`config.mk`:
```
export PLATFORM = sky130hd
export DESIGN_NAME = pcie_bar_target
export DESIGN_NICKNAME = d
export VERILOG_FILES = /design/src/common/tlp_pkg.sv /design/src/hdl/pcie_bar_target.sv /design/src/rx/mem_req_issue.sv /design/src/rx/tlp_rx_decode.sv /design/src/tx/cpl_instant_sender.sv /design/src/tx/cpl_response_sender.sv
export SDC_FILE = /design/constraint.sdc
export NUM_CORES = 1
export LEC_CHECK = 0
export BUFFER_PORTS_ARGS = -buffer_cell sky130_fd_sc_hd__clkbuf_2
export CAP_MARGIN = 20
export CELL_PAD_IN_SITES_DETAIL_PLACEMENT = 0
export CELL_PAD_IN_SITES_GLOBAL_PLACEMENT = 1
export CORE_AREA = 2 2 369 371
export DETAILED_ROUTE_END_ITERATION = 16
export DIE_AREA = 0 0 371 373
export PLACE_DENSITY = 0.38
export REMOVE_ABC_BUFFERS = 1
export SLEW_MARGIN = 5
export SYNTH_ARGS = -nofsm -noshare
export SYNTH_HDL_FRONTEND = slang
export SYNTH_SLANG_ARGS = --single-unit
```
`constraint.sdc`:
```
create_clock -name clk -period 3.9 [get_ports clk]
set_input_delay 0.39 -clock clk [delete_from_list [all_inputs] [get_ports clk]]
set_output_delay 0.39 -clock clk [all_outputs]
set_load 0.005 [all_outputs]
```
`src/common/tlp_pkg.sv`:
```
// Shared TLP constants, type codes and the completion header builder
// All RTL blocks refer to these by tlp_pkg:: scoped names
package tlp_pkg;

  localparam int DATA_W       = 256;  // Stream beat width
  localparam int EMPTY_W      = 5;    // Empty byte count
  localparam int DW_W         = 32;
  localparam int DW_PER_BEAT  = DATA_W / DW_W;
  localparam int BAR_ADDR_W   = 16;   // 64 KiB region
  localparam int ID_W         = 16;
  localparam int TAG_W        = 8;
  localparam int LEN_W        = 10;
  localparam int BYTE_CNT_W   = 12;
  localparam int LOWER_ADDR_W = 7;

  // Dword positions within a beat, dword 0 sits in the top bits
  localparam int HDR_DW_ADDR  = 2;
  localparam int DATA_DW_AT3  = 3;    // Address bit 2 set
  localparam int DATA_DW_AT4  = 4;    // Qword aligned payload
  localparam int FMT_4DW_BIT  = 0;
  localparam int FMT_DATA_BIT = 1;

  typedef enum logic [2:0] {
    KIND_UNKNOWN,
    KIND_MRD,
    KIND_MRDLK,
    KIND_MWR,
    KIND_CPL,
    KIND_CPLD
  } tlp_kind_t;

  localparam logic [2:0] FMT_3DW_NODATA = 3'b000;
  localparam logic [2:0] FMT_3DW_DATA   = 3'b010;
  localparam logic [4:0] TYPE_MEM       = 5'b00000;
  localparam logic [4:0] TYPE_MEM_LK    = 5'b00001;
  localparam logic [4:0] TYPE_CPL       = 5'b01010;

  localparam logic [2:0] CPL_STATUS_SC = 3'b000;
  localparam logic [2:0] CPL_STATUS_UR = 3'b001;

  // Unused bytes at the end of a single beat completion
  localparam logic [EMPTY_W-1:0] EMPTY_HDR3     = 5'd20;
  localparam logic [EMPTY_W-1:0] EMPTY_DATA_AT3 = 5'd16;
  localparam logic [EMPTY_W-1:0] EMPTY_DATA_AT4 = 5'd12;

  // Three completion header dwords, dword 0 first
  function automatic logic [3*DW_W-1:0] cpl_header(
    input logic [2:0]              fmt,
    input logic [LEN_W-1:0]        len,
    input logic [ID_W-1:0]         completer_id,
    input logic [2:0]              status,
    input logic [BYTE_CNT_W-1:0]   byte_count,
    input logic [ID_W-1:0]         requester_id,
    input logic [TAG_W-1:0]        tag,
    input logic [LOWER_ADDR_W-1:0] lower_addr
  );
    return {fmt, TYPE_CPL, 14'b0, len,               // TC, TD, EP, attr all zero
            completer_id, status, 1'b0, byte_count,  // BCM clear
            requester_id, tag, 1'b0, lower_addr};
  endfunction

endpackage

```
`src/hdl/pcie_bar_target.sv`:
```
// PCIe BAR target endpoint top level
// Decodes receive TLPs into memory requests and sends the matching completions
`timescale 1ns/1ps
module pcie_bar_target (
  input  logic                               clk,
  input  logic                               reset,
  input  logic [tlp_pkg::DATA_W-1:0]         tlp_rx_data,
  input  logic                               tlp_rx_sop,
  input  logic                               tlp_rx_eop,
  input  logic                               tlp_rx_valid,
  output logic                               tlp_rx_ready,
  output logic [tlp_pkg::DATA_W-1:0]         tlp_tx_instant_data,
  output logic                               tlp_tx_instant_sop,
  output logic                               tlp_tx_instant_eop,
  output logic [tlp_pkg::EMPTY_W-1:0]        tlp_tx_instant_empty,
  output logic                               tlp_tx_instant_valid,
  input  logic                               tlp_tx_instant_ready,
  output logic [tlp_pkg::DATA_W-1:0]         tlp_tx_response_data,
  output logic                               tlp_tx_response_sop,
  output logic                               tlp_tx_response_eop,
  output logic [tlp_pkg::EMPTY_W-1:0]        tlp_tx_response_empty,
  output logic                               tlp_tx_response_valid,
  input  logic                               tlp_tx_response_ready,
  output logic                               mem_req_valid,
  input  logic                               mem_req_ready,
  output logic                               mem_req_write,
  output logic [tlp_pkg::BAR_ADDR_W-3:0]     mem_req_addr,
  output logic [tlp_pkg::ID_W-1:0]           mem_req_requester_id,
  output logic [tlp_pkg::TAG_W-1:0]          mem_req_tag,
  output logic [tlp_pkg::DW_W-1:0]           mem_req_wdata,
  input  logic                               mem_resp_valid,
  output logic                               mem_resp_ready,
  input  logic [tlp_pkg::ID_W-1:0]           mem_resp_requester_id,
  input  logic [tlp_pkg::TAG_W-1:0]          mem_resp_tag,
  input  logic [tlp_pkg::LOWER_ADDR_W-1:0]   mem_resp_lower_addr,
  input  logic [tlp_pkg::DW_W-1:0]           mem_resp_rdata,
  input  logic [tlp_pkg::ID_W-1:0]           completer_id,
  input  logic                               completer_id_valid,
  output logic                               ur_posted_err,
  output logic                               ur_nonposted_err
);

  logic                              rx_fire;
  logic                              frame_valid;
  tlp_pkg::tlp_kind_t                frame_kind;
  logic                              frame_npr;
  logic                              frame_unsupported;
  logic                              frame_zero_len;
  logic [tlp_pkg::ID_W-1:0]          frame_requester_id;
  logic [tlp_pkg::TAG_W-1:0]         frame_tag;
  logic [tlp_pkg::LOWER_ADDR_W-1:0]  frame_lower_addr;
  logic [tlp_pkg::BAR_ADDR_W-1:0]    frame_bar_addr;
  logic [tlp_pkg::DW_W-1:0]          frame_data;
  logic                              issue_busy;
  logic                              instant_busy;

  // No ID yet means completions could not be formed
  assign tlp_rx_ready = completer_id_valid && !issue_busy && !instant_busy;
  assign rx_fire      = tlp_rx_valid && tlp_rx_ready;

  tlp_rx_decode tlp_rx_decode_i (
    .clk, .reset, .rx_data(tlp_rx_data), .rx_fire,
    .frame_valid, .frame_kind, .frame_npr, .frame_unsupported, .frame_zero_len,
    .frame_requester_id, .frame_tag, .frame_lower_addr, .frame_bar_addr, .frame_data,
    .ur_posted_err, .ur_nonposted_err
  );

  mem_req_issue mem_req_issue_i (
    .clk, .reset, .frame_valid, .frame_kind, .frame_unsupported, .frame_zero_len,
    .frame_requester_id, .frame_tag, .frame_bar_addr, .frame_data, .mem_req_ready,
    .mem_req_valid, .mem_req_write, .mem_req_addr, .mem_req_requester_id, .mem_req_tag,
    .mem_req_wdata, .busy(issue_busy)
  );

  cpl_instant_sender cpl_instant_sender_i (
    .clk, .reset, .frame_valid, .frame_npr, .frame_unsupported, .frame_zero_len,
    .frame_requester_id, .frame_tag, .frame_lower_addr, .completer_id,
    .tx_ready(tlp_tx_instant_ready),
    .tx_data(tlp_tx_instant_data), .tx_sop(tlp_tx_instant_sop), .tx_eop(tlp_tx_instant_eop),
    .tx_empty(tlp_tx_instant_empty), .tx_valid(tlp_tx_instant_valid), .busy(instant_busy)
  );

  cpl_response_sender cpl_response_sender_i (
    .clk, .reset, .mem_resp_valid, .mem_resp_requester_id, .mem_resp_tag,
    .mem_resp_lower_addr, .mem_resp_rdata, .completer_id,
    .tx_ready(tlp_tx_response_ready), .mem_resp_ready,
    .tx_data(tlp_tx_response_data), .tx_sop(tlp_tx_response_sop),
    .tx_eop(tlp_tx_response_eop), .tx_empty(tlp_tx_response_empty),
    .tx_valid(tlp_tx_response_valid)
  );

  // Only single beat TLPs are handled
  rx_single_beat: assert property (@(posedge clk) disable iff (reset)
    rx_fire |-> tlp_rx_sop && tlp_rx_eop);

endmodule

```
`src/rx/mem_req_issue.sv`:
```
// Memory access request register for supported BAR reads and writes
// Holds one request until the memory side takes it
`timescale 1ns/1ps
module mem_req_issue (
  input  logic                              clk,
  input  logic                              reset,
  input  logic                              frame_valid,
  input  tlp_pkg::tlp_kind_t                frame_kind,
  input  logic                              frame_unsupported,
  input  logic                              frame_zero_len,
  input  logic [tlp_pkg::ID_W-1:0]          frame_requester_id,
  input  logic [tlp_pkg::TAG_W-1:0]         frame_tag,
  input  logic [tlp_pkg::BAR_ADDR_W-1:0]    frame_bar_addr,
  input  logic [tlp_pkg::DW_W-1:0]          frame_data,
  input  logic                              mem_req_ready,
  output logic                              mem_req_valid,
  output logic                              mem_req_write,
  output logic [tlp_pkg::BAR_ADDR_W-3:0]    mem_req_addr,      // Dword address
  output logic [tlp_pkg::ID_W-1:0]          mem_req_requester_id,
  output logic [tlp_pkg::TAG_W-1:0]         mem_req_tag,
  output logic [tlp_pkg::DW_W-1:0]          mem_req_wdata,
  output logic                              busy
);

  logic load;

  // Zero-length accesses never touch memory
  assign load = frame_valid && !frame_unsupported && !frame_zero_len &&
                (frame_kind inside {tlp_pkg::KIND_MRD, tlp_pkg::KIND_MWR});

  // Incoming frame or a request still waiting keeps receive stalled
  assign busy = frame_valid || (mem_req_valid && !mem_req_ready);

  always_ff @(posedge clk) begin
    if (reset) begin
      mem_req_valid <= 1'b0;
    end else if (load) begin
      mem_req_valid <= 1'b1;
    end else if (mem_req_ready) begin
      mem_req_valid <= 1'b0;
    end
  end

  always_ff @(posedge clk) begin
    if (load) begin
      mem_req_write        <= (frame_kind == tlp_pkg::KIND_MWR);
      mem_req_addr         <= frame_bar_addr[tlp_pkg::BAR_ADDR_W-1:2];
      mem_req_requester_id <= frame_requester_id;
      mem_req_tag          <= frame_tag;
      mem_req_wdata        <= frame_data;  // Don't care on reads
    end
  end

  req_held_stable: assert property (@(posedge clk) disable iff (reset)
    mem_req_valid && !mem_req_ready |=> mem_req_valid &&
      $stable({mem_req_write, mem_req_addr, mem_req_requester_id, mem_req_tag, mem_req_wdata}));

endmodule

```
`src/rx/tlp_rx_decode.sv`:
```
// Receive TLP header decode for single beat requests
// Registers the frame fields on an accepted beat and flags unsupported requests
`timescale 1ns/1ps
module tlp_rx_decode (
  input  logic                                clk,
  input  logic                                reset,
  input  logic [tlp_pkg::DATA_W-1:0]          rx_data,
  input  logic                                rx_fire,       // Beat accepted
  output logic                                frame_valid,
  output tlp_pkg::tlp_kind_t                  frame_kind,
  output logic                                frame_npr,
  output logic                                frame_unsupported,
  output logic                                frame_zero_len,
  output logic [tlp_pkg::ID_W-1:0]            frame_requester_id,
  output logic [tlp_pkg::TAG_W-1:0]           frame_tag,
  output logic [tlp_pkg::LOWER_ADDR_W-1:0]    frame_lower_addr,
  output logic [tlp_pkg::BAR_ADDR_W-1:0]      frame_bar_addr,
  output logic [tlp_pkg::DW_W-1:0]            frame_data,
  output logic                                ur_posted_err,
  output logic                                ur_nonposted_err
);

  logic [tlp_pkg::DW_W-1:0]  dw [tlp_pkg::DW_PER_BEAT];
  logic [2:0]                fmt;
  logic [4:0]                raw_type;
  logic [tlp_pkg::LEN_W-1:0] len;
  logic [3:0]                first_be;
  logic [tlp_pkg::DW_W-1:0]  addr_dw;
  tlp_pkg::tlp_kind_t        kind;
  logic                      npr;
  logic                      posted;
  logic                      unsupported;
  logic                      frame_posted;

  // Dword 0 is the most significant one
  always_comb begin
    for (int i = 0; i < tlp_pkg::DW_PER_BEAT; i++) begin
      dw[i] = rx_data[tlp_pkg::DATA_W-1-i*tlp_pkg::DW_W -: tlp_pkg::DW_W];
    end
  end

  assign fmt      = dw[0][31:29];
  assign raw_type = dw[0][28:24];
  assign len      = dw[0][tlp_pkg::LEN_W-1:0];
  assign first_be = dw[1][3:0];
  assign addr_dw  = dw[tlp_pkg::HDR_DW_ADDR];

  always_comb begin
    case ({fmt[tlp_pkg::FMT_DATA_BIT], raw_type})
      {1'b0, tlp_pkg::TYPE_MEM}:    kind = tlp_pkg::KIND_MRD;
      {1'b0, tlp_pkg::TYPE_MEM_LK}: kind = tlp_pkg::KIND_MRDLK;
      {1'b1, tlp_pkg::TYPE_MEM}:    kind = tlp_pkg::KIND_MWR;
      {1'b0, tlp_pkg::TYPE_CPL}:    kind = tlp_pkg::KIND_CPL;
      {1'b1, tlp_pkg::TYPE_CPL}:    kind = tlp_pkg::KIND_CPLD;
      default:                      kind = tlp_pkg::KIND_UNKNOWN;
    endcase
  end

  // Non-posted requests need a completion
  always_comb begin
    npr    = 1'b0;
    posted = 1'b0;
    casez ({fmt[tlp_pkg::FMT_DATA_BIT], raw_type})
      6'b00000?: npr = 1'b1;     // MRd, MRdLk
      6'b?00010: npr = 1'b1;     // IO read or write
      6'b1011??: npr = 1'b1;     // Atomics
      6'b100000: posted = 1'b1;  // MWr
      6'b?10???: posted = 1'b1;  // Msg, MsgD
      default: ;
    endcase
  end

  always_comb begin
    unsupported = 1'b0;
    if (kind inside {tlp_pkg::KIND_UNKNOWN, tlp_pkg::KIND_CPL, tlp_pkg::KIND_MRDLK})
      unsupported = 1'b1;
    else if (fmt[tlp_pkg::FMT_4DW_BIT])
      unsupported = 1'b1;  // No 64-bit addressing
    else if (kind inside {tlp_pkg::KIND_MRD, tlp_pkg::KIND_MWR})
      unsupported = (len != 10'd1) || (first_be != 4'hf && first_be != 4'h0);
  end

  always_ff @(posedge clk) begin
    if (reset) begin
      frame_valid <= 1'b0;
    end else begin
      frame_valid <= rx_fire;  // One cycle per accepted beat
    end
  end

  always_ff @(posedge clk) begin
    if (rx_fire) begin
      frame_kind         <= kind;
      frame_npr          <= npr;
      frame_posted       <= posted;
      frame_unsupported  <= unsupported;
      frame_zero_len     <= (first_be == 4'h0);
      frame_requester_id <= dw[1][31:16];
      frame_tag          <= dw[1][15:8];
      frame_lower_addr   <= {addr_dw[tlp_pkg::LOWER_ADDR_W-1:2], 2'b00};
      frame_bar_addr     <= {addr_dw[tlp_pkg::BAR_ADDR_W-1:2], 2'b00};  // Offset in region
      // Payload starts qword aligned unless address bit 2 is set
      frame_data         <= addr_dw[2] ? dw[tlp_pkg::DATA_DW_AT3] : dw[tlp_pkg::DATA_DW_AT4];
    end
  end

  assign ur_posted_err    = frame_valid && frame_unsupported && frame_posted;
  assign ur_nonposted_err = frame_valid && frame_unsupported && frame_npr;

  // Receive ready must drop while a frame is on its way to the output registers
  frame_single_cycle: assert property (@(posedge clk) disable iff (reset)
    frame_valid |=> !frame_valid);

endmodule

```
`src/tx/cpl_instant_sender.sv`:
```
// Immediate completions that need no memory access
// UR for unsupported non-posted requests and empty CplD for zero-length reads
`timescale 1ns/1ps
module cpl_instant_sender (
  input  logic                               clk,
  input  logic                               reset,
  input  logic                               frame_valid,
  input  logic                               frame_npr,
  input  logic                               frame_unsupported,
  input  logic                               frame_zero_len,
  input  logic [tlp_pkg::ID_W-1:0]           frame_requester_id,
  input  logic [tlp_pkg::TAG_W-1:0]          frame_tag,
  input  logic [tlp_pkg::LOWER_ADDR_W-1:0]   frame_lower_addr,
  input  logic [tlp_pkg::ID_W-1:0]           completer_id,
  input  logic                               tx_ready,
  output logic [tlp_pkg::DATA_W-1:0]         tx_data,
  output logic                               tx_sop,
  output logic                               tx_eop,
  output logic [tlp_pkg::EMPTY_W-1:0]        tx_empty,
  output logic                               tx_valid,
  output logic                               busy
);

  localparam int PAD_W = tlp_pkg::DATA_W - 3 * tlp_pkg::DW_W;

  logic load_ur;
  logic load_zl;

  assign load_ur = frame_valid && frame_npr && frame_unsupported;
  assign load_zl = frame_valid && frame_npr && !frame_unsupported && frame_zero_len;
  assign busy    = frame_valid || (tx_valid && !tx_ready);

  always_ff @(posedge clk) begin
    if (reset) begin
      tx_valid <= 1'b0;
      tx_sop   <= 1'b0;
      tx_eop   <= 1'b0;
    end else if (load_ur || load_zl) begin
      tx_valid <= 1'b1;
      tx_sop   <= 1'b1;  // Single beat TLP
      tx_eop   <= 1'b1;
    end else if (tx_ready) begin
      tx_valid <= 1'b0;
      tx_sop   <= 1'b0;
      tx_eop   <= 1'b0;
    end
  end

  always_ff @(posedge clk) begin
    if (load_ur) begin
      // Cpl without data and with status UR
      tx_data <= {tlp_pkg::cpl_header(tlp_pkg::FMT_3DW_NODATA, 10'd0, completer_id,
                                      tlp_pkg::CPL_STATUS_UR, 12'd4, frame_requester_id,
                                      frame_tag, frame_lower_addr), {PAD_W{1'b0}}};
    end else if (load_zl) begin
      tx_data <= {tlp_pkg::cpl_header(tlp_pkg::FMT_3DW_DATA, 10'd0, completer_id,
                                      tlp_pkg::CPL_STATUS_SC, 12'd0, frame_requester_id,
                                      frame_tag, frame_lower_addr), {PAD_W{1'b0}}};
    end
  end

  assign tx_empty = tlp_pkg::EMPTY_HDR3;  // Header only in both cases

  // Completion stays unchanged under back-pressure
  held_until_ready: assert property (@(posedge clk) disable iff (reset)
    tx_valid && !tx_ready |=> tx_valid && $stable(tx_data));

endmodule

```
`src/tx/cpl_response_sender.sv`:
```
// CplD builder for memory read responses
// One response register, refilled in the same cycle it drains
`timescale 1ns/1ps
module cpl_response_sender (
  input  logic                               clk,
  input  logic                               reset,
  input  logic                               mem_resp_valid,
  input  logic [tlp_pkg::ID_W-1:0]           mem_resp_requester_id,
  input  logic [tlp_pkg::TAG_W-1:0]          mem_resp_tag,
  input  logic [tlp_pkg::LOWER_ADDR_W-1:0]   mem_resp_lower_addr,
  input  logic [tlp_pkg::DW_W-1:0]           mem_resp_rdata,
  input  logic [tlp_pkg::ID_W-1:0]           completer_id,
  input  logic                               tx_ready,
  output logic                               mem_resp_ready,
  output logic [tlp_pkg::DATA_W-1:0]         tx_data,
  output logic                               tx_sop,
  output logic                               tx_eop,
  output logic [tlp_pkg::EMPTY_W-1:0]        tx_empty,
  output logic                               tx_valid
);

  localparam int DATA_HI = tlp_pkg::DATA_W - 1;

  logic load;

  assign mem_resp_ready = !tx_valid || tx_ready;  // Empty or draining
  assign load           = mem_resp_valid && mem_resp_ready;

  always_ff @(posedge clk) begin
    if (reset) begin
      tx_valid <= 1'b0;
      tx_sop   <= 1'b0;
      tx_eop   <= 1'b0;
    end else if (load) begin
      tx_valid <= 1'b1;
      tx_sop   <= 1'b1;
      tx_eop   <= 1'b1;
    end else if (tx_ready) begin
      tx_valid <= 1'b0;
      tx_sop   <= 1'b0;
      tx_eop   <= 1'b0;
    end
  end

  always_ff @(posedge clk) begin
    if (load) begin
      tx_data <= '0;
      tx_data[DATA_HI -: 3*tlp_pkg::DW_W] <=
        tlp_pkg::cpl_header(tlp_pkg::FMT_3DW_DATA, 10'd1, completer_id,
                            tlp_pkg::CPL_STATUS_SC, 12'd4, mem_resp_requester_id,
                            mem_resp_tag, mem_resp_lower_addr);
      // Qword aligned address pads the header with one dword
      if (!mem_resp_lower_addr[2]) begin
        tx_data[DATA_HI - tlp_pkg::DATA_DW_AT4*tlp_pkg::DW_W -: tlp_pkg::DW_W] <= mem_resp_rdata;
        tx_empty <= tlp_pkg::EMPTY_DATA_AT4;
      end else begin
        tx_data[DATA_HI - tlp_pkg::DATA_DW_AT3*tlp_pkg::DW_W -: tlp_pkg::DW_W] <= mem_resp_rdata;
        tx_empty <= tlp_pkg::EMPTY_DATA_AT3;
      end
    end
  end

endmodule
```
==> summary.txt, run 1 <==
Yosys
  • Register area share after synthesis: 68.8%
  • Avg Inst Size Synth: 15.2 sq um
  • Area of the mapped netlist: 13500 sq um
  • Top-area cell type share of the netlist area: a little under 70%
  • Synth Register Bits: 311
  • Dominant cells by area after synthesis: edfxtp_1 (68%), buf_4 (21%), and2_1 (3.7%)
  • Post-synth cell types: 34
  • Syn Inst Count: 886
  • Post-synth EDFFs: 305
  • Yosys top cell by area: edfxtp_1
  • Top FF cell, synth: edfxtp_1
  • YS warnings: 0
  • Ys async rst share: 0%

Placed design
  • Number of port buffers: ~450
  • Placed Area: 16700 sq um
  • Hpwl dp: 31300 um
  • Placed Cells: 3106
  • GPL Wtd Cong: 0.716

Clock network
  • Post-CTS Setup Repair Bufs: 0
  • CTS Hold Buffers Added: 80
  • Max clock buf depth: 3
  • Total CTS buffers: 41
  • Sink Count: 311
  • CTS tree: built
  • CTS root buf: clkbuf_16
  • Htree depth: 2
  • Cts repair resizes: 0
  • Reg clk slew, reported paths: 0.07 ns
  • Clock latency on the worst-skew pair: ~0.58 ns

Layout
  • Area grow syn2layout: 39.1%
  • Share of layout cells above drive strength 1: 38.2%
  • Fin cells: 3266
  • Most common cell after layout, fill and taps aside: clkbuf_2
  • Commonest cells after routing, fill and taps aside: clkbuf_2 (453), conb_1 (360), edfxtp_1 (305)
  • Final instance area: 18800 sq um
  • Layout Nets: ~1800

Drt
  • WL final: 40700 um
  • Post-route ant nets: 0
  • DR vias/cell: approximately 2.3
  • Wire per inst: 12.5 um
  • Via count: 7674
  • Drt pass-1 iters: 6
  • Residual DRC: 0
  • 1st-iter DRT viols: 277

Die
  • # rows: 135
  • I/O pin cnt: 949
  • Die X: 371 um
  • DIE AREA: 138000 sq um
  • CORE AREA: around 130000 sq um
  • Initial Util: between 10% and 20%
  • Die height: 373 um

Worst hold path
  • Worst min path class: input port to flip-flop

Setup path
  • Crit path DAT: 2.50 ns
  • Crit start category: flip-flop
  • CP endpoint kind: flip-flop
  • WP data required: 4.12 ns
  • Crit-path max FO: 42
  • Worst setup path class: flip-flop to flip-flop

STA
  • Hold_ws: about 0.051 ns
  • Hold Vio Cnt, Final: 0
  • Final setup fails: 0
  • Worst slew pin tran: 0.961 ns
  • Slew Viols, Final: 0
  • Min Tclk post-route: 2.28 ns
  • Setup TNS: 0 ns
  • Max Clk Rate: 438 MHz
  • Clk_skew: between 0.02 and 0.025 ns
  • Fin crit share: 58.5%
  • Slew headroom: between 30 and 40%
  • Unrepaired setup endpoints after global routing: false

Power and ir drop
  • P per Cell Area: about 430 nW/um^2
  • Static leakage: ~0.0076 uW
  • Worst IR Drop VDD: 0.000225 V

Global route
  • Total GRT Usage: 5.53%
  • Largest net degree at the start of global routing: 63
  • Grt ovf: 0
  • Global-route wire length before repair: 55100 um
  • Initial antenna violation count: 9
  • Number of global-route vias before repair: 7644

Status
  • Status: complete, no violations

Job
  • Max-cap violation count: 0
-- report_power, final --
group	switching [uW]	internal, uW	total (uW)
registers	53.2	3820	3870
logic	319	248	567
clock network	1590	2130	3720
total	1970	6190	8160
-- routing by layer --
layer,up-vias,part of all wire [%],track usage (%)
li1,3461,-,-
met1,3564,38,6.07
met2,564,45,9.05
met3,75,13,2.80
met4,10,3.2,2.10
met5,-,0.14,0
-- critical path, stage by stage, from the launching register on --
cell	delay (ns)
dfxtp_1	0.37
nor2b_4	0.17
nor4b_2	0.43
and2_4	0.52
buf_12	0.28
-- cells by family after synthesis --
kind of cell	count (synthesis)	synth area share, %
AO/OA/AOI/OAI	8	0.389
XOR/XNOR	1	0.0649
buffers and inverters	386	21.2
flip-flops	311	68.8
multiplexers	34	2.83
other	2	0.0557
AND/OR/NAND/NOR	144	6.73
-- through the flow --
stage	setup slack, ns	utilization, %	power (uW)
floorplan	0.181	-	4120
global placement	1.55	12.4	4450
detailed placement	1.52	12.4	4450
CTS	1.53	13.9	8400
global route	1.52	13.9	8560
finish	1.62	13.9	8160
-- Yosys cell counts (6+ instances only) --
cell type,count
and2_1,80
nor2b_1,35
edfxtp_1,305
mux2_2,30
nor2_1,9
dfxtp_1,6
clkbuf_1,6
buf_4,374
-- area by class of cell --
type                    instances  area (sq um)
repair buffers                544          3210
fillers                     15100        116000
flip-flops and latches        311          9280
inverters                       3          11.3
multi-input cells             547          2720
diodes                          4          10.0
well taps                    1781          2230
clock inverters                30           244
clock buffers                  46          1070
-- sequential cells by signal, summed over array words and instances, names as in the netlist, 3 cells and up --
name                                  cells
mem_req_issue_i.mem_req_requester_id     16
tlp_rx_decode_i.frame_bar_addr           10
cpl_instant_sender_i.tx_data             47
mem_req_issue_i.mem_req_addr             14
tlp_rx_decode_i.frame_tag                 8
tlp_rx_decode_i.frame_requester_id       16
mem_req_issue_i.mem_req_wdata            32
tlp_rx_decode_i.frame_kind                3
tlp_rx_decode_i.frame_lower_addr          4
tlp_rx_decode_i.frame_data               32
cpl_response_sender_i.tx_data           111
mem_req_issue_i.mem_req_tag               8
-- path summary, 6_finish.rpt --
path / cells after the start / endpoint / from / slack, ns
hold / removal: 3 / cpl_response_sender_i.tx_valid / mem_resp_valid / 0.05
hold reg to reg: 0 / mem_req_issue_i.mem_req_wdata[12] / tlp_rx_decode_i.frame_data[12] / 0.42
setup reg to reg: 4 / tlp_rx_decode_i.frame_tag[1] / cpl_instant_sender_i.tx_eop / 1.62
setup / recovery: 4 / tlp_rx_decode_i.frame_tag[1] / cpl_instant_sender_i.tx_eop / 1.62
Note: power is estimated with default switching activity, not from simulation.
==> inputs of run 2 (changes only) <==
--- a/config.mk
+++ b/config.mk
@@ -9,10 +9,10 @@
 export CAP_MARGIN = 20
 export CELL_PAD_IN_SITES_DETAIL_PLACEMENT = 0
 export CELL_PAD_IN_SITES_GLOBAL_PLACEMENT = 1
-export CORE_AREA = 2 2 369 371
+export CORE_AREA = 2 2 366 368
 export DETAILED_ROUTE_END_ITERATION = 16
-export DIE_AREA = 0 0 371 373
-export PLACE_DENSITY = 0.38
+export DIE_AREA = 0 0 368 370
+export PLACE_DENSITY = 0.39
 export REMOVE_ABC_BUFFERS = 1
 export SLEW_MARGIN = 5
 export SYNTH_ARGS = -nofsm -noshare
==> constraint.sdc (replaced) <==
create_clock -name clk -period 1.99 [get_ports clk]
set_input_delay 0.199 -clock clk [delete_from_list [all_inputs] [get_ports clk]]
set_output_delay 0.199 -clock clk [all_outputs]
set_load 0.005 [all_outputs]
==> summary.txt, run 2 (synthesized netlist as in run 1, its figures left out) <==
Die
  • Initial Util: about a tenth
  • Die X: 368 um
  • I/O pin cnt: 949
  • DIE AREA: 136000 sq um
  • Die height: 370 um
  • CORE AREA: 132000 sq um
  • # rows: 134

Setup path
  • WP data required: 2.21 ns
  • Crit start category: flip-flop
  • R2r setup slk: approximately 0.12 ns
  • R2R Path End: tlp_rx_decode_i.frame_bar_addr[12]
  • Crit path DAT: ~2.1 ns
  • CP endpoint kind: flip-flop
  • Crit-path max FO: 20
  • R2R cell count: 4
  • Worst setup path class: flip-flop to flip-flop
  • Reg2Reg Launch Point: cpl_instant_sender_i.tx_eop

Global route
  • Initial antenna violation count: 11
  • Grt ovf: 0
  • Global-route wire length before repair: about 55000 um
  • Number of global-route vias before repair: 7921
  • Total GRT Usage: approximately 5.6%
  • Largest net degree at the start of global routing: 42

Status
  • Status: complete, no violations

Power and ir drop
  • Switch share: 23.1%
  • Static leakage: 0.00815 uW
  • Sequential Power Share: a little under half
  • Net load switching power: 3700 uW
  • Pint: between 10000 and 15000 uW
  • P per Cell Area: approximately 800 nW/um^2
  • Worst IR Drop VDD: between 0.0004 and 0.0005 V
  • Combinational power share: 8.5%
  • Clk network pwr share: 44.2%

Layout
  • Fillers: 14800
  • Area grow syn2layout: 48.9%
  • Final instance area: 20100 sq um
  • Number of flip-flops in the largest register: 111
  • Layout Nets: 1927
  • Largest regs: cpl_response_sender_i.tx_data: 111 flops, cpl_instant_sender_i.tx_data: 47 flops
  • Commonest cells after routing, fill and taps aside: clkbuf_2 (453), conb_1 (360), edfxtp_1 (305)
  • Fin util: between 15 and 20%
  • Share of layout cells above drive strength 1: 36.3%
  • Largest Register: cpl_response_sender_i.tx_data
  • Most common cell after layout, fill and taps aside: clkbuf_2

STA
  • Clk_skew: approximately 0.046 ns
  • Slew Viols, Final: 0
  • Setup TNS: 0 ns
  • Hold Vio Cnt, Final: 0
  • Unrepaired setup endpoints after global routing: false
  • Max Clk Rate: 534 MHz
  • Final setup fails: 0
  • Min Tclk post-route: 1.87 ns
  • Hold_ws: 0.0443 ns
  • Fin crit share: 94.1%

Worst hold path
  • Hold Path End: tlp_rx_decode_i.frame_data[2]
  • Worst min path class: input port to flip-flop
  • HP Start: tlp_rx_data[130]
  • Min-Delay Path Depth: 2

Placed design
  • GPL Wtd Cong: 0.802
  • Number of port buffers: 453
  • Hpwl dp: 31900 um
  • Placed Area: between 15000 and 20000 sq um

Clock network
  • Reg clk slew, reported paths: about 0.070 ns
  • Total CTS buffers: 39
  • Max clock buf depth: 3
  • Post-CTS Setup Repair Bufs: 0
  • CTS root buf: clkbuf_16
  • Htree depth: 2
  • Clock latency on the worst-skew pair: 0.59 ns
  • CTS tree: built
  • Sink Count: 311

Drt
  • Via count: 8094
  • Residual DRC: 0
  • Post-route ant nets: 0
  • DR vias/cell: 2.39
  • Drt pass-1 iters: 4
  • 1st-iter DRT viols: 207
  • WL final: 40700 um
  • Wire per inst: about 12 um

Job
  • Max-cap violation count: 0
run 2: power by group through the flow:
stage	sequential [uW]	clock [uW]	combinational (uW)
after floorplan	7730	0	355
after global placement	7720	0	1040
after detailed placement	7730	0	1040
after CTS	7590	7520	1380
after global routing	7610	7710	1520
final	7590	7080	1360
run 2: timing repair:
item,in CTS,in global routing
endpoints found under the hold margin,206,0
hold buffers,192,0
resized for setup,0,0
run 2: critical path, cell delays in order (launching register included):
cell	delay, ns
dfxtp_1	0.34
nor2b_4	0.14
nor4b_2	0.39
and2_4	0.24
buf_4	0.34
run 2: cell type report:
cell class	instances	area [sq um]	share of cell area [%]
Sequential cell	311	9280	46.2
Timing Repair Buffer	680	4600	22.9
Multi-Input combinational cell	547	2720	13.5
Tap cell	1768	2210	11.0
Clock buffer	46	1000	4.99
Clock inverter	23	258	1.28
Inverter	3	11.3	0.0560
Antenna cell	4	10.0	0.0498
run 2: worst max path at each step:
stage | from | to | slack, ns | depth (start not counted)
floorplan | tlp_rx_decode_i.frame_valid | cpl_instant_sender_i.tx_data[162] | -1.73 | 2
global placement | cpl_instant_sender_i.tx_eop | tlp_rx_decode_i.frame_bar_addr[12] | 0.04 | 4
detailed placement | cpl_instant_sender_i.tx_eop | tlp_rx_decode_i.frame_bar_addr[6] | 0.03 | 4
CTS | cpl_instant_sender_i.tx_eop | tlp_rx_ready | 0.003 | 3
global route | cpl_instant_sender_i.tx_eop | tlp_rx_ready | 0.01 | 3
finish | cpl_instant_sender_i.tx_eop | tlp_rx_decode_i.frame_bar_addr[12] | 0.12 | 4
run 2: per-stage QoR:
stage | power (uW) | worst slack (ns) | std cells
final | 16000 | 0.117 | 3382
after global routing | 16800 | 0.0122 | 3380
after CTS | 16500 | 0.00254 | 3378
after detailed placement | 8770 | 0.0322 | 3117
after global placement | 8760 | 0.0388 | 3117
after floorplan | 8080 | -1.73 | 861
run 2: layer usage:
| layer | part of all wire, % | track usage, % | routed length (um) | vias up |
|---|---|---|---|---|
| met4 | 2.6 | 1.78 | 1040 | 12 |
| met5 | 0.17 | 0 | 69 | - |
| met1 | 38 | 6.12 | 15600 | 3743 |
| met3 | 12 | 2.92 | 4910 | 70 |
| li1 | - | - | - | 3732 |
| met2 | 47 | 9.30 | 19100 | 537 |
==> inputs of run 3 (changes only) <==
--- a/config.mk
+++ b/config.mk
@@ -13,6 +13,7 @@
 export DETAILED_ROUTE_END_ITERATION = 16
 export DIE_AREA = 0 0 368 370
 export PLACE_DENSITY = 0.39
+export RECOVER_POWER = 50
 export REMOVE_ABC_BUFFERS = 1
 export SLEW_MARGIN = 5
 export SYNTH_ARGS = -nofsm -noshare
==> summary.txt, run 3 (synthesized netlist as in run 1, its figures left out) <==
STA
  • Hold_ws: 0.0446 ns
  • Worst slew pin tran: 0.989 ns
  • Clk_skew: 0.0449 ns
  • Unrepaired setup endpoints after global routing: false
  • Hold Vio Cnt, Final: 0
  • Final setup fails: 0
  • Min Tclk post-route: 1.89 ns
  • Max Clk Rate: approximately 530 MHz
  • Fin crit share: 95.0%
  • Slew Viols, Final: 0
  • Slew headroom: 34.1%

Clock network
  • Total CTS buffers: 39
  • Sink Count: between 300 and 400
  • Cts repair resizes: 0
  • Htree depth: 2
  • Max clock buf depth: 3
  • CTS tree: built
  • Reg clk slew, reported paths: 0.07 ns
  • CTS root buf: clkbuf_16
  • Clock latency on the worst-skew pair: 0.59 ns

Die
  • CORE AREA: ~130000 sq um
  • Initial Util: about 10%
  • DIE AREA: 136000 sq um
  • Die X: 368 um
  • # rows: 134
  • Die height: 370 um
  • I/O pin cnt: 949

Layout
  • Share of layout cells above drive strength 1: between 20% and 30%
  • Area grow syn2layout: 47.1%
  • Largest regs: cpl_response_sender_i.tx_data: 111 flops, cpl_instant_sender_i.tx_data: 47 flops
  • Layout Nets: a little under 2000
  • Number of flip-flops in the largest register: 111
  • Seq. cell area: 9280 sq um
  • Commonest cells after routing, fill and taps aside: conb_1 (360), edfxtp_1 (305), clkbuf_2 (283)
  • Area of the multi-input gates: around 2700 sq um
  • Largest Register: cpl_response_sender_i.tx_data
  • Most common cell after layout, fill and taps aside: conb_1
  • Fillers: 14900

Setup path
  • Delay of the slowest cell on the worst path: slightly above 0.4 ns
  • Crit-path max FO: 20
  • Worst setup path class: flip-flop to flip-flop
  • Crit start category: flip-flop
  • Cell Chain, Critical Path: nor2b_4 > nor4b_2 > and2_4 > buf_4
  • CP endpoint kind: flip-flop
  • Crit path DAT: 2.11 ns
  • WP data required: 2.21 ns
  • Slowest cell on crit path: nor4b_2

Global route
  • Grt ovf: 0
  • Total GRT Usage: 5.59%
  • Initial antenna violation count: 11
  • Number of global-route vias before repair: 7921
  • Global-route wire length before repair: 54800 um
  • Largest net degree at the start of global routing: between 40 and 50

Placed design
  • Number of port buffers: 453
  • GPL Wtd Cong: 0.802
  • Hpwl dp: 31900 um

Drt
  • Wire per inst: 12.1 um
  • WL final: 40800 um
  • Residual DRC: 0
  • 1st-iter DRT viols: 238
  • DR vias/cell: roughly 2.4
  • Via count: 8087
  • Drt pass-1 iters: 4
  • Post-route ant nets: 0

Power and ir drop
  • Worst IR Drop VDD: 0.000451 V
  • P per Cell Area: about 810 nW/um^2
  • Static leakage: 0.00762 uW
  • Total power: 16000 uW

Worst hold path
  • Worst min path class: input port to flip-flop

Job
  • Max-cap violation count: 0

Status
  • Status: complete, no violations
==> run 3: cell counts in the layout (fill, tap and decap cells not counted) <==
No cell type changed its count.
==> run 3: final cells by class <==
type / count / share of cell area (%)
flip-flops and latches: 311 / 46.7
repair buffers: 680 / 22.0
multi-input cells: 547 / 13.6
well taps: 1768 / 11.1
clock buffers: 46 / 5.05
clock inverters: 23 / 1.30
inverters: 3 / 0.0567
diodes: 4 / 0.0504
==> run 3: layer usage <==
layer / GRT usage, % / vias up / wire [um]
met5: 0 / - / 57
met4: 1.78 / 12 / 1030
met3: 2.92 / 68 / 4990
met2: 9.30 / 539 / 19100
met1: 6.12 / 3738 / 15600
li1: - / 3730 / -
==> run 3: worst paths after layout <==
check,depth (start not counted),end,slack [ns],from
max reg2reg,4,tlp_rx_decode_i.frame_bar_addr[12],0.1,cpl_instant_sender_i.tx_eop
max,4,tlp_rx_decode_i.frame_bar_addr[12],0.1,cpl_instant_sender_i.tx_eop
min,2,tlp_rx_decode_i.frame_data[2],0.04,tlp_rx_data[130]
min reg2reg,0,mem_req_issue_i.mem_req_wdata[25],0.41,tlp_rx_decode_i.frame_data[25]
==> run 3: power by group <==
part	switching (uW)	internal [uW]	total, uW
clock network	2930	4160	7090
logic	675	648	1320
registers	103	7480	7590
==> run 3: worst max-delay path, delay by kind of cell (launching register included) <==
kind	cells	cell delay (ns)
buf+inv	1	0.34
flops	1	0.35
simple gates	3	0.80
==> run 3: what timing repair did <==
item                      CTS  global route
hold endpoints to repair  206             0
setup buffers               0             0
hold buffers              192             0
==> run 3: per-stage QoR <==
step | setup TNS, ns | worst slack, ns | instance area, sq um | util, % | instances
6_report | 0 | 0.0988 | 19900 | 15.0 | 3382
5_1_grt | 0 | 0.0122 | 19800 | 15.0 | 3380
4_1_cts | 0 | 0.00254 | 20100 | 15.2 | 3378
2_1_floorplan | -469.23 | -1.73 | 12000 | - | 861
3_5_place_dp | 0 | 0.0322 | 16900 | 12.8 | 3117
3_3_place_gp | 0 | 0.0388 | 16900 | 12.8 | 3117
